<file path="src/logic/cal_pkg.sv">
// calculator widths, button and switch indices, display codes, scan timing and shared types
`default_nettype none

package cal_pkg;

    localparam int DIGIT_W    = 4;
    localparam int NUM_DIGITS = 3;

    // lower index has priority
    localparam int BUTTON_W  = 5;
    localparam int BTN_LEFT  = 0;
    localparam int BTN_RIGHT = 1;
    localparam int BTN_UP    = 2;
    localparam int BTN_DOWN  = 3;
    localparam int BTN_MID   = 4;

    localparam int SWITCH_W = 15;
    localparam int OP_ADD   = 0;
    localparam int OP_SUB   = 1;
    localparam int OP_MUL   = 2;

    // signed result covering +-998001
    localparam int RESULT_W   = 21;
    localparam int RES_DIGITS = 6;

    localparam logic [DIGIT_W-1:0] CODE_BLANK = 4'ha;
    localparam logic [DIGIT_W-1:0] CODE_MINUS = 4'hb;

    // clocks per scanned digit position
    localparam int SCAN_TICKS = 4;

    // one-cycle press pulses with left in bit 0
    typedef struct packed {
        logic mid;
        logic down;
        logic up;
        logic right;
        logic left;
    } button_t;

    typedef struct packed {
        logic                               sign;
        logic [NUM_DIGITS-1:0][DIGIT_W-1:0] digits;
    } operand_t;

    typedef enum logic [1:0] {op_add, op_sub, op_mul, op_invalid} op_t;

    typedef struct packed {
        logic                       invalid;
        logic signed [RESULT_W-1:0] value;
    } result_t;

    typedef struct packed {
        logic                               invalid;
        logic                               sign;
        logic [RES_DIGITS-1:0][DIGIT_W-1:0] digits;
    } bcd_result_t;

    typedef enum logic [2:0] {
        ph_input_a,
        ph_input_b,
        ph_execute,
        ph_convert,
        ph_display
    } phase_t;

endpackage

`default_nettype wire
</file>
<file path="src/logic/cal_top.sv">
// calculator top level connecting key decode, controller, execute, bcd conversion and display
`timescale 1ns/1ps
`default_nettype none

module cal_top
    import cal_pkg::*;
(
    input  logic                clk,
    input  logic                rst_n,
    input  logic [BUTTON_W-1:0] board_cal_button,
    input  logic [SWITCH_W-1:0] board_cal_switchs,
    output logic [3:0]          cal_board_digit_ctrl,
    output logic [7:0]          cal_board_digit_seg,
    output logic                cal_board_exe_done,
    output logic [2:0]          cal_board_display_stage
);

    button_t             presses;
    operand_t            entry;
    phase_t              phase;
    operand_t            operand_a;
    operand_t            operand_b;
    logic [SWITCH_W-1:0] op_switches;
    logic                exe_req;
    logic                exe_ack;
    result_t             result;
    logic                cvt_req;
    logic                cvt_ack;
    bcd_result_t         bcd;
    logic                last_page;
    logic                page_step;

    key_decode key_decode_i (
        .clk     (clk),
        .rst_n   (rst_n),
        .buttons (board_cal_button),
        .phase   (phase),
        .presses (presses),
        .entry   (entry)
    );

    cal_ctrl cal_ctrl_i (
        .clk         (clk),
        .rst_n       (rst_n),
        .presses     (presses),
        .entry       (entry),
        .switches    (board_cal_switchs),
        .exe_ack     (exe_ack),
        .cvt_ack     (cvt_ack),
        .last_page   (last_page),
        .phase       (phase),
        .operand_a   (operand_a),
        .operand_b   (operand_b),
        .op_switches (op_switches),
        .exe_req     (exe_req),
        .cvt_req     (cvt_req),
        .page_step   (page_step),
        .exe_done    (cal_board_exe_done)
    );

    cal_execute cal_execute_i (
        .clk         (clk),
        .rst_n       (rst_n),
        .exe_req     (exe_req),
        .operand_a   (operand_a),
        .operand_b   (operand_b),
        .op_switches (op_switches),
        .exe_ack     (exe_ack),
        .result      (result)
    );

    bin2bcd bin2bcd_i (
        .clk     (clk),
        .rst_n   (rst_n),
        .cvt_req (cvt_req),
        .result  (result),
        .cvt_ack (cvt_ack),
        .bcd     (bcd)
    );

    seg_display seg_display_i (
        .clk           (clk),
        .rst_n         (rst_n),
        .phase         (phase),
        .entry         (entry),
        .bcd           (bcd),
        .page_step     (page_step),
        .digit_ctrl    (cal_board_digit_ctrl),
        .digit_seg     (cal_board_digit_seg),
        .last_page     (last_page),
        .display_stage (cal_board_display_stage)
    );

endmodule

`default_nettype wire

</file>
<file path="src/logic/seg_display.sv">
// digit scan enable, digit multiplexing, result paging and seven-segment encoder
`timescale 1ns/1ps
`default_nettype none

module seg_display
    import cal_pkg::*;
(
    input  logic        clk,
    input  logic        rst_n,
    input  phase_t      phase,
    input  operand_t    entry,
    input  bcd_result_t bcd,
    input  logic        page_step,
    output logic [3:0]  digit_ctrl,
    output logic [7:0]  digit_seg,
    output logic        last_page,
    output logic [2:0]  display_stage
);

    logic [$clog2(SCAN_TICKS)-1:0] tick_cnt;
    logic [1:0]                    pos;
    logic                          page;
    logic                          in_display;
    logic                          two_pages;
    logic                          hi_group;
    logic [DIGIT_W-1:0]            code;

    function automatic logic [DIGIT_W-1:0] sign_code(logic neg);
        return neg ? CODE_MINUS : CODE_BLANK;
    endfunction

    // active-low segments, dp in bit 0
    function automatic logic [7:0] seg_encode(logic [DIGIT_W-1:0] c);
        case (c)
            4'h0:    return 8'b0000_0011;
            4'h1:    return 8'b1001_1111;
            4'h2:    return 8'b0010_0101;
            4'h3:    return 8'b0000_1101;
            4'h4:    return 8'b1001_1001;
            4'h5:    return 8'b0100_1001;
            4'h6:    return 8'b0100_0001;
            4'h7:    return 8'b0001_1111;
            4'h8:    return 8'b0000_0001;
            4'h9:    return 8'b0001_1001;
            4'hb:    return 8'b1111_1101;
            default: return 8'b1111_1111;
        endcase
    endfunction

    always_ff @(posedge clk or negedge rst_n) begin
        if (!rst_n) begin
            tick_cnt <= '0;
            pos      <= '0;
        end else if (tick_cnt == SCAN_TICKS - 1) begin
            tick_cnt <= '0;
            pos      <= pos + 2'd1;
        end else begin
            tick_cnt <= tick_cnt + 1'b1;
        end
    end

    assign in_display = (phase == ph_display);
    // a magnitude of 1000 or more needs the high group page
    assign two_pages  = !bcd.invalid && (bcd.digits[RES_DIGITS-1:NUM_DIGITS] != '0);
    assign last_page  = !two_pages || page;
    assign hi_group   = two_pages && !page;

    always_ff @(posedge clk or negedge rst_n) begin
        if (!rst_n) begin
            page <= 1'b0;
        end else if (!in_display) begin
            page <= 1'b0;
        end else if (page_step && !last_page) begin
            page <= 1'b1;
        end
    end

    always_comb begin
        case (phase)
            ph_input_a, ph_input_b: begin
                code = (pos == 2'd3) ? sign_code(entry.sign) : entry.digits[pos];
            end
            ph_display: begin
                if (pos == 2'd3) begin
                    code = sign_code(bcd.sign);
                end else if (hi_group) begin
                    code = bcd.digits[{1'b0, pos} + 3'd3];
                end else begin
                    code = bcd.digits[pos];
                end
            end
            default: code = CODE_BLANK;
        endcase
    end

    // invalid result keeps every digit dark
    assign digit_ctrl    = (in_display && bcd.invalid) ? 4'b1111 : ~(4'b0001 << pos);
    assign digit_seg     = seg_encode(code);
    assign display_stage = in_display ? {2'b00, page} + 3'd1 : 3'd0;

endmodule

`default_nettype wire

</file>
<file path="src/logic/bin2bcd.sv">
// sequential shift-add-3 conversion of the result magnitude to six bcd digits
`timescale 1ns/1ps
`default_nettype none

module bin2bcd
    import cal_pkg::*;
(
    input  logic        clk,
    input  logic        rst_n,
    input  logic        cvt_req,
    input  result_t     result,
    output logic        cvt_ack,
    output bcd_result_t bcd
);

    logic [RESULT_W-1:0]                    magnitude;
    logic [RESULT_W-1:0]                    bin_sh;
    logic [RES_DIGITS*DIGIT_W+RESULT_W-1:0] acc;
    logic [4:0]                             shift_cnt;
    logic                                   busy;
    logic                                   start;

    assign magnitude = result.value[RESULT_W-1] ? -result.value : result.value;
    assign start     = cvt_req && !busy && !cvt_ack;

    // first shift happens on the load cycle
    always_comb begin
        acc = busy ? {bcd.digits, bin_sh} : {{(RES_DIGITS*DIGIT_W){1'b0}}, magnitude};
        for (int i = 0; i < RES_DIGITS; i++) begin
            if (acc[RESULT_W+i*DIGIT_W +: DIGIT_W] > 4'd4) begin
                acc[RESULT_W+i*DIGIT_W +: DIGIT_W] = acc[RESULT_W+i*DIGIT_W +: DIGIT_W] + 4'd3;
            end
        end
        acc = acc << 1;
    end

    always_ff @(posedge clk or negedge rst_n) begin
        if (!rst_n) begin
            busy      <= 1'b0;
            shift_cnt <= '0;
            cvt_ack   <= 1'b0;
        end else if (start) begin
            busy      <= 1'b1;
            shift_cnt <= 5'd1;
        end else if (busy) begin
            shift_cnt <= shift_cnt + 5'd1;
            if (shift_cnt == 5'(RESULT_W - 1)) begin
                busy    <= 1'b0;
                cvt_ack <= 1'b1;
            end
        end else if (!cvt_req) begin
            cvt_ack <= 1'b0;
        end
    end

    always_ff @(posedge clk) begin
        if (start) begin
            bcd.sign    <= result.value[RESULT_W-1];
            bcd.invalid <= result.invalid;
        end
        if (start || busy) begin
            {bcd.digits, bin_sh} <= acc;
        end
    end

endmodule

`default_nettype wire

</file>
<file path="src/logic/cal_execute.sv">
// operand bcd to binary, operation decode and add/sub/mul execute stage
`timescale 1ns/1ps
`default_nettype none

module cal_execute
    import cal_pkg::*;
(
    input  logic                clk,
    input  logic                rst_n,
    input  logic                exe_req,
    input  operand_t            operand_a,
    input  operand_t            operand_b,
    input  logic [SWITCH_W-1:0] op_switches,
    output logic                exe_ack,
    output result_t             result
);

    logic signed [RESULT_W-1:0] a_bin;
    logic signed [RESULT_W-1:0] b_bin;
    logic signed [RESULT_W-1:0] value;
    op_t                        op;

    function automatic logic signed [RESULT_W-1:0] to_bin(operand_t opd);
        logic signed [RESULT_W-1:0] mag;
        mag = RESULT_W'(opd.digits[2] * 10'd100 + opd.digits[1] * 10'd10 + opd.digits[0]);
        return opd.sign ? -mag : mag;
    endfunction

    assign a_bin = to_bin(operand_a);
    assign b_bin = to_bin(operand_b);

    // lowest set switch wins
    always_comb begin
        if (op_switches[OP_ADD]) begin
            op = op_add;
        end else if (op_switches[OP_SUB]) begin
            op = op_sub;
        end else if (op_switches[OP_MUL]) begin
            op = op_mul;
        end else begin
            op = op_invalid;
        end
    end

    always_comb begin
        case (op)
            op_add:  value = a_bin + b_bin;
            op_sub:  value = a_bin - b_bin;
            op_mul:  value = a_bin * b_bin;
            default: value = '0;
        endcase
    end

    always_ff @(posedge clk or negedge rst_n) begin
        if (!rst_n) begin
            exe_ack <= 1'b0;
        end else begin
            exe_ack <= exe_req;
        end
    end

    // result held until the next request
    always_ff @(posedge clk) begin
        if (exe_req && !exe_ack) begin
            result.value   <= value;
            result.invalid <= (op == op_invalid);
        end
    end

endmodule

`default_nettype wire

</file>
<file path="src/logic/cal_ctrl.sv">
// main phase FSM, operand and switch capture, exe and cvt handshake masters
`timescale 1ns/1ps
`default_nettype none

module cal_ctrl
    import cal_pkg::*;
(
    input  logic                clk,
    input  logic                rst_n,
    input  button_t             presses,
    input  operand_t            entry,
    input  logic [SWITCH_W-1:0] switches,
    input  logic                exe_ack,
    input  logic                cvt_ack,
    input  logic                last_page,
    output phase_t              phase,
    output operand_t            operand_a,
    output operand_t            operand_b,
    output logic [SWITCH_W-1:0] op_switches,
    output logic                exe_req,
    output logic                cvt_req,
    output logic                page_step,
    output logic                exe_done
);

    always_ff @(posedge clk or negedge rst_n) begin
        if (!rst_n) begin
            phase   <= ph_input_a;
            exe_req <= 1'b0;
            cvt_req <= 1'b0;
        end else begin
            case (phase)
                ph_input_a: begin
                    if (presses.mid) begin
                        phase <= ph_input_b;
                    end
                end
                ph_input_b: begin
                    if (presses.mid) begin
                        phase   <= ph_execute;
                        exe_req <= 1'b1;
                    end
                end
                // drop req on ack, move on once ack has fallen
                ph_execute: begin
                    if (exe_req && exe_ack) begin
                        exe_req <= 1'b0;
                    end else if (!exe_req && !exe_ack) begin
                        phase   <= ph_convert;
                        cvt_req <= 1'b1;
                    end
                end
                ph_convert: begin
                    if (cvt_req && cvt_ack) begin
                        cvt_req <= 1'b0;
                    end else if (!cvt_req && !cvt_ack) begin
                        phase <= ph_display;
                    end
                end
                ph_display: begin
                    if (presses.mid && last_page) begin
                        phase <= ph_input_a;
                    end
                end
                default: phase <= ph_input_a;
            endcase
        end
    end

    always_ff @(posedge clk) begin
        if (phase == ph_input_a && presses.mid) begin
            operand_a <= entry;
        end
        if (phase == ph_input_b && presses.mid) begin
            operand_b   <= entry;
            op_switches <= switches;
        end
    end

    assign page_step = (phase == ph_display) && presses.mid && !last_page;
    assign exe_done  = (phase == ph_display);

endmodule

`default_nettype wire

</file>
<file path="src/logic/key_decode.sv">
// button sync and edge detect, press priority, cursor FSM and digit entry registers
`timescale 1ns/1ps
`default_nettype none

module key_decode
    import cal_pkg::*;
(
    input  logic                clk,
    input  logic                rst_n,
    input  logic [BUTTON_W-1:0] buttons,
    input  phase_t              phase,
    output button_t             presses,
    output operand_t            entry
);

    // low two bits double as the digit index
    typedef enum logic [2:0] {
        cur_digit0 = 3'd0,
        cur_digit1 = 3'd1,
        cur_digit2 = 3'd2,
        cur_sign   = 3'd3,
        cur_idle   = 3'd4
    } cursor_t;

    logic [BUTTON_W-1:0] sync1;
    logic [BUTTON_W-1:0] sync2;
    logic [BUTTON_W-1:0] prev;
    logic [BUTTON_W-1:0] rise;
    logic [BUTTON_W-1:0] first;
    phase_t              phase_q;
    logic                phase_chg;
    logic                in_input;
    logic                adjust;
    cursor_t             cursor;
    logic [1:0]          cur_idx;

    function automatic logic [DIGIT_W-1:0] step_digit(logic [DIGIT_W-1:0] d, logic up);
        if (up) begin
            return (d == 4'd9) ? 4'd0 : d + 4'd1;
        end
        return (d == 4'd0) ? 4'd9 : d - 4'd1;
    endfunction

    always_ff @(posedge clk or negedge rst_n) begin
        if (!rst_n) begin
            sync1   <= '0;
            sync2   <= '0;
            prev    <= '0;
            presses <= '0;
        end else begin
            sync1         <= buttons;
            sync2         <= sync1;
            prev          <= sync2;
            presses.left  <= first[BTN_LEFT];
            presses.right <= first[BTN_RIGHT];
            presses.up    <= first[BTN_UP];
            presses.down  <= first[BTN_DOWN];
            presses.mid   <= first[BTN_MID];
        end
    end

    assign rise = sync2 & ~prev;
    // isolate the lowest new press
    assign first = rise & (~rise + BUTTON_W'(1));

    assign in_input  = (phase == ph_input_a) || (phase == ph_input_b);
    assign phase_chg = (phase != phase_q);
    assign adjust    = presses.up || presses.down;
    assign cur_idx   = cursor[1:0];

    always_ff @(posedge clk or negedge rst_n) begin
        if (!rst_n) begin
            phase_q <= ph_input_a;
            cursor  <= cur_digit0;
        end else begin
            phase_q <= phase;
            if (phase_chg) begin
                cursor <= in_input ? cur_digit0 : cur_idle;
            end else if (cursor != cur_idle) begin
                // left walks toward the sign
                if (presses.left && cursor != cur_sign) begin
                    cursor <= cursor_t'(cursor + 3'd1);
                end else if (presses.right && cursor != cur_digit0) begin
                    cursor <= cursor_t'(cursor - 3'd1);
                end
            end
        end
    end

    always_ff @(posedge clk or negedge rst_n) begin
        if (!rst_n) begin
            entry <= '0;
        end else if (phase_chg) begin
            entry <= '0;
        end else if (adjust && cursor == cur_sign) begin
            entry.sign <= ~entry.sign;
        end else if (adjust && cursor != cur_idle) begin
            entry.digits[cur_idx] <= step_digit(entry.digits[cur_idx], presses.up);
        end
    end

endmodule

`default_nettype wire

</file>
<file path="config.mk">
export PLATFORM = sky130hd
export DESIGN_NAME = cal_top
export DESIGN_NICKNAME = d
export VERILOG_FILES = /design/src/logic/cal_pkg.sv /design/src/logic/cal_top.sv /design/src/logic/seg_display.sv /design/src/logic/bin2bcd.sv /design/src/logic/cal_execute.sv /design/src/logic/cal_ctrl.sv /design/src/logic/key_decode.sv
export SDC_FILE = /design/constraint.sdc
export NUM_CORES = 1
export LEC_CHECK = 0
export BUFFER_PORTS_ARGS = -buffer_cell sky130_fd_sc_hd__buf_2
export CAP_MARGIN = 20
export CORE_MARGIN = 5
export CORE_UTILIZATION = 50
export DETAILED_ROUTE_END_ITERATION = 8
export PLACE_DENSITY = 0.66
export SLEW_MARGIN = 20
export SYNTH_ARGS = -nofsm -noshare
export SYNTH_HDL_FRONTEND = slang
export SYNTH_SLANG_ARGS = --single-unit
</file>
<file path="constraint.sdc">
create_clock -name clk -period 26.7 [get_ports clk]
set_input_delay 5.34 -clock clk [delete_from_list [all_inputs] [get_ports clk]]
set_output_delay 5.34 -clock clk [all_outputs]
set_load 0.1 [all_outputs]
</file>
* Yosys cells after proc, flatten, opt, wreduce, memory -nomap -nowiden
Memories as Yosys holds them, arrays and structs flattened. Index checks and enable logic that the tools add are counted.
Word-level totals: flip-flop bits (word level) 154, bits in latches 0, RAM bits 0, bits in read-only memories 112, output and inout port bits 16, memories kept 1
Memory list:
- (name not given) | words 16, bits a word 7, read ports 1, clocked after Yosys merged registers in 0, write ports 0, RTL line seg_display.sv:34 | case (c)
Cells by class: $add $sub $neg 25, $mul 5, divide/modulo/power cells 0, $lt $le $gt $ge 11, equality and inequality tests 28, shift-type cells 1, mux-type cells 79, bitwise gates (word level) 7, reductions and logical operators 53
Operators with widths (number):
- $mux W4 | 21
- $mux W21 | 3
- $neg A21 Y21 | 3
- $pmux W21 S3 | 1
- $mux W45 | 1
- $add A21 B4 Y21 | 2
- $mux W3 | 14
- $add A11 B8 Y12 | 2
- $bmux W4 S2 | 3
- $gt A4 B3 Y1 const B | 6
- $mux W12 | 2
- $add A21 B21 Y21 | 1
- $logic_and A1 B1 Y1 | 21
- $mul A21 B21 Y21 | 1
- $mux W1 | 21
- $sub A21 B21 Y21 | 1
- $add A4 B2 Y4 const B | 5
- $mul A4 B5 Y9 const B | 2
- $pmux W3 S5 | 1
- $mul A4 B3 Y7 const B | 2
- $ne A2 B2 Y1 const B | 7
- $mux W13 | 1
- $bmux W4 S3 | 1
- $bwmux W12 | 1
- other kinds (47) | 86

* Longest topological paths before layout
depth after elaboration 13, mapped depth 39

* By module
Synthesis repeated with hierarchy kept, for this count alone.
Unflattened totals: cell total of the unflattened synthesis 1894, area total of the unflattened synthesis 18331.3 µm²
Modules (own cells, without submodules):
- cal_execute | times used 1, cells each 1250, area an instance 10845.4 µm², seq. area each 685.7 µm²
- bin2bcd | times used 1, cells each 289, area an instance 3052.9 µm², seq. area each 1556.5 µm²
- key_decode | times used 1, cells each 154, area an instance 1809.2 µm², seq. area each 975.9 µm²
- cal_ctrl | times used 1, cells each 71, area an instance 1515.2 µm², seq. area each 1356.3 µm²
- seg_display | times used 1, cells each 130, area an instance 1108.6 µm², seq. area each 125.1 µm²

* Worst setup path before layout
No wires, ideal clock.
path type register to output, start reg seg_display_i.pos[0], end out cal_board_digit_seg[6], arrival 5.150 ns, slack 16.210 ns, cell stages (with the launch flop) 13, buffers on the path 2, cells stage by stage dfrtp_1 -> clkbuf_1 -> clkbuf_1 -> inv_1 -> ha_1 -> mux4_2 -> nand2_1 -> o21ai_0 -> mux2i_1 -> o21ai_0 -> a32oi_1 -> ha_1 -> o21ai_0
On the way: longest elaborated chain between the ends 7
RTL lines:
- start, declared | RTL line seg_display.sv:21 | logic [1:0] pos;
- start signal, assigned | RTL line seg_display.sv:56 | pos <= pos + 2'd1;
- $add A2 B2 Y3 | RTL line seg_display.sv:87 | code = bcd.digits[{1'b0, pos} + 3'd3];
- $bmux W4 S3 | RTL line seg_display.sv:87
- $mux W4 (not written as such) | RTL line seg_display.sv:87
- $mux W4 | RTL line seg_display.sv:86 | end else if (hi_group) begin
- $mux W4 | RTL line seg_display.sv:84 | if (pos == 2'd3) begin
- $pmux W4 S2 (*) | RTL line seg_display.sv:79 | case (phase)
- $mem_v2 Z16 W7 (*)
- end, declared | RTL line cal_top.sv:13 | output logic [7:0] cal_board_digit_seg,
Mark *: on every way between the ends. The rest lies on a longest branch, timed or not. The select of a mux whose other input is x is not followed.

* Final worst setup path
start reg cal_ctrl_i.operand_b[5] (netlist name), end reg cal_execute_i.result[20] (netlist name)
On the way: longest elaborated chain between the ends 7
RTL lines:
- $mul A4 B3 Y7 (*) | RTL line cal_execute.sv:25 | mag = RESULT_W'(opd.digits[2] * 10'd100 + opd.digits[1] * 10'd10 + opd.digits[0]);
- $add A11 B8 Y12 (*) | RTL line cal_execute.sv:25
- $add A21 B4 Y21 (*) | RTL line cal_execute.sv:25
- $neg A21 Y21 | RTL line cal_execute.sv:26 | return opd.sign ? -mag : mag;
- $mux W21 (*) | RTL line cal_execute.sv:26
- $mul A21 B21 Y21 (tied with other cells) | RTL line cal_execute.sv:49 | op_mul: value = a_bin * b_bin;
- $pmux W21 S3 (*) | RTL line cal_execute.sv:46 | case (op)
Mark *: on every way between the ends. The rest lies on a longest branch, timed or not. A chain may end at the register's enable or synchronous reset.

==> results.ini <==
[critical_path]
worstPathArrival_ns=10.99
cp_max_fo=8
worst_path_max_delay_cell=fa_1
critPathCaptureType=flip-flop
cp-start-kind=flip-flop
crit_top_cell=fa_1
required_ns=26.87
worst_path_largest_cell_delay_ns=0.56
critPathKind=reg2reg

[clock_tree]
cts_buffer_depth=2
htree_num_levels=4
post_cts_buffers=0
cts_tree=done
ctsHoldBuffers=0
root_buffer=clkbuf_16
clkTransAtPathRegs_ns=0.06
cts_sinks=154
clock_latency_ns=0.42
cts-buffers-inserted=17
ctsResizeCount=0

[synthesis]
yosysTopAreaCell=fa_1
avgSynthCellArea_um2=9.21
synthCells=1966
ys_seq_area_share_pct=24.0
synth_ff_type=edfxtp_1
synth_edf_count=97
ys_seq_elements=154
ys_async_sr_fraction_pct=37.0
yosysUniqueCellTypes=86
yosys-top-cells-area=fa_1 18%, edfxtp_1 16%, ha_1 13%
yosysWarnings=0
syn_nets=2337
synth_top_area_share_pct=18.2
syn_area_um2=18100

[floorplanning]
die_h_um=200
chipWidth_um=200
die_area_um2=40100
core-area_um2=35700
start_util_pct=50.8
num_rows=69
ios=38

[global_route]
antenna_found_initial=0
track_usage_pct=21.0
grt_pass1_vias=13900
grt_max_degree=69
grt_pass1_wl_um=69700
grt_overflow=0

[timing]
setup_ws_ns=15.89
holdWs_ns=0.348
rsz0062_at_grt=no
fin_setup_tns_ns=0
fmax_mhz=92.5
fin_worst_skew_ns=0.00722
hold_viol_final=0
period_needed_ns=10.81
tightest_slew_ns=1.10
maxSlewViolCount=0
max_slew_margin_pct=25.4
period_share_pct=40.5
setup_viol=0

[detailed_routing]
dr.first_iter.drc_count=1032
drtAntennaViolNets=0
post-route-drc-count=0
first_pass_iters=5
num_vias=13600
vias_per_cell=5.58
totalWireLength_um=41500
wl_per_cell_um=17.0

[place]
place_area_um2=18800
io_buffers=23
gp_congestion=0.922
dpl.hpwl_um=31700
place_ws_ns=15.93

[final_layout]
multi_input_area_um2=12600
nNetsFinal=2338
fill_cells=3209
fin_area_um2=19300
drive_above_1_share_pct=6.21
area_delta_synth_final_pct=6.56
ff_latch_area_um2=4340
diodes=0

[min_path]
hp-class=reg2reg

[outcome]
status=finished clean

[run]
cap_violations=0

path summary, 6_finish.rpt:
kind	depth (start not counted)	startpoint	slack [ns]	endpoint
max	35	cal_ctrl_i.operand_b[5]$_DFFE_PP_	15.89	cal_execute_i.result[20]$_SDFFCE_PN0P_
min	0	key_decode_i.sync1[0]$_DFF_PN0_	0.35	key_decode_i.sync2[0]$_DFF_PN0_
max reg2reg	35	cal_ctrl_i.operand_b[5]$_DFFE_PP_	15.89	cal_execute_i.result[20]$_SDFFCE_PN0P_
min reg2reg	0	key_decode_i.sync1[0]$_DFF_PN0_	0.35	key_decode_i.sync2[0]$_DFF_PN0_
max in group asynchronous	2	rst_n	21.12	bin2bcd_i.busy$_DFF_PN0_
min in group asynchronous	2	rst_n	5.06	key_decode_i.sync1[2]$_DFF_PN0_
metrics by stage:
| stage | utilization, % | instances |
|---|---|---|
| global placement | 52.6 | 2409 |
| floorplan | - | 1966 |
| CTS | 54.1 | 2441 |
| detailed placement | 52.6 | 2409 |
| finish | 54.1 | 2441 |
| global route | 54.1 | 2441 |
logic make-up after synthesis:
logic type               after synthesis  synth area share, %
AND/OR/NAND/NOR                      621                 16.2
adder cells (fa/ha/maj)              349                 31.0
AO/OA/AOI/OAI                        322                 11.2
buffers and inverters                314                 6.63
XOR/XNOR                             166                 8.34
flip-flops                           154                 24.0
multiplexers                          38                 2.68
other                                  2               0.0415
cells in the final DEF (no fill, tap or decap), types with 6 or more instances in the layout:
cell and n:
a21oi_1 77, xor2_1 59, mux2i_1 25, xnor2_2 6, nand2b_1 34, a31oi_1 10, a21boi_0 15, buf_4 26
xnor2_1 97, and3_1 10, nand3_1 38, and2_1 35, o21ai_1 7, inv_1 245, o31ai_1 13, nor3_1 18
o21ai_0 95, nor2b_1 21, edfxtp_1 97, a21o_1 19, nor2_1 206, mux4_2 8, fa_1 165, nand2_1 173
nor4_1 14, a211oi_1 8, nand4_1 6, ha_1 184, or2_2 13, clkbuf_16 17, nor3b_1 6, or3_1 17
buf_2 23, o21a_1 15, o22ai_1 9, o32ai_1 7, dfrtp_1 56
area by class of cell:
cell class              count  share of cell area, %
flip-flops and latches    154                   22.5
inverters                 247                   4.80
repair buffers             49                   1.61
clock buffers              21                   2.28
multi-input cells        1498                   65.4
well taps                 461                   2.99
clock inverters            11                  0.428
routing by layer:
layer / routed length (um) / vias up / track usage, % / share of wire [%]
met5: 0 / - / 0 / 0
met1: 18500 / 6674 / 28.5 / 45
met3: 2480 / 61 / 4.20 / 6.0
met4: 973 / 0 / 5.19 / 2.3
li1: - / 6562 / - / -
met2: 19500 / 321 / 34.9 / 47
sequential cells by signal (all words and copies together), names as in the netlist:
signal,flops
cal_execute_i.result,22
cal_ctrl_i.operand_b,13
bin2bcd_i.busy,1
cal_ctrl_i.op_switches,3
key_decode_i.phase_q,3
bin2bcd_i.cvt_ack,1
bin2bcd_i.bin_sh,20
key_decode_i.presses,5
key_decode_i.prev,5
cal_ctrl_i.cvt_req,1
cal_ctrl_i.phase,3
cal_ctrl_i.operand_a,13
key_decode_i.entry,13
seg_display_i.page,1
key_decode_i.sync1,5
bin2bcd_i.bcd,26
key_decode_i.cursor,3
cal_execute_i.exe_ack,1
cal_ctrl_i.exe_req,1
seg_display_i.pos,2
seg_display_i.tick_cnt,2
key_decode_i.sync2,5
bin2bcd_i.shift_cnt,5
synthesized netlist by cell type, types with 8 or more instances:
| cell type | count |
|---|---|
| inv_1 | 245 |
| nor2_1 | 207 |
| ha_1 | 184 |
| nand2_1 | 173 |
| fa_1 | 165 |
| xnor2_1 | 101 |
| edfxtp_1 | 97 |
| o21ai_0 | 95 |
| a21oi_1 | 77 |
| clkbuf_1 | 61 |
| xor2_1 | 60 |
| dfrtp_1 | 57 |
| nand3_1 | 38 |
| and2_1 | 35 |
| nand2b_1 | 34 |
| mux2i_1 | 26 |
| nor2b_1 | 22 |
| a21o_1 | 19 |
| nor3_1 | 18 |
| or3_1 | 17 |
| a21boi_0 | 15 |
| o21a_1 | 15 |
| nor4_1 | 14 |
| o31ai_1 | 13 |
| or2_2 | 13 |
| a31oi_1 | 10 |
| and3_1 | 10 |
| o22ai_1 | 9 |
| a211oi_1 | 8 |
| mux4_2 | 8 |
worst max-delay path, delay by kind of cell (launching register included):
kind                       cells  cell delay [ns]
xor gates and xnor gates       9             1.98
AOI/OAI and AO/OA              6             1.48
buffers and inverters          4             0.21
muxes                          1             0.35
and+or+nand+nor                4             1.24
DFF                            1             0.42
adders and majority gates     11             4.88
Power is not shown: default switching activity piles up to over one toggle a cycle in this logic, so the estimate is an artifact.
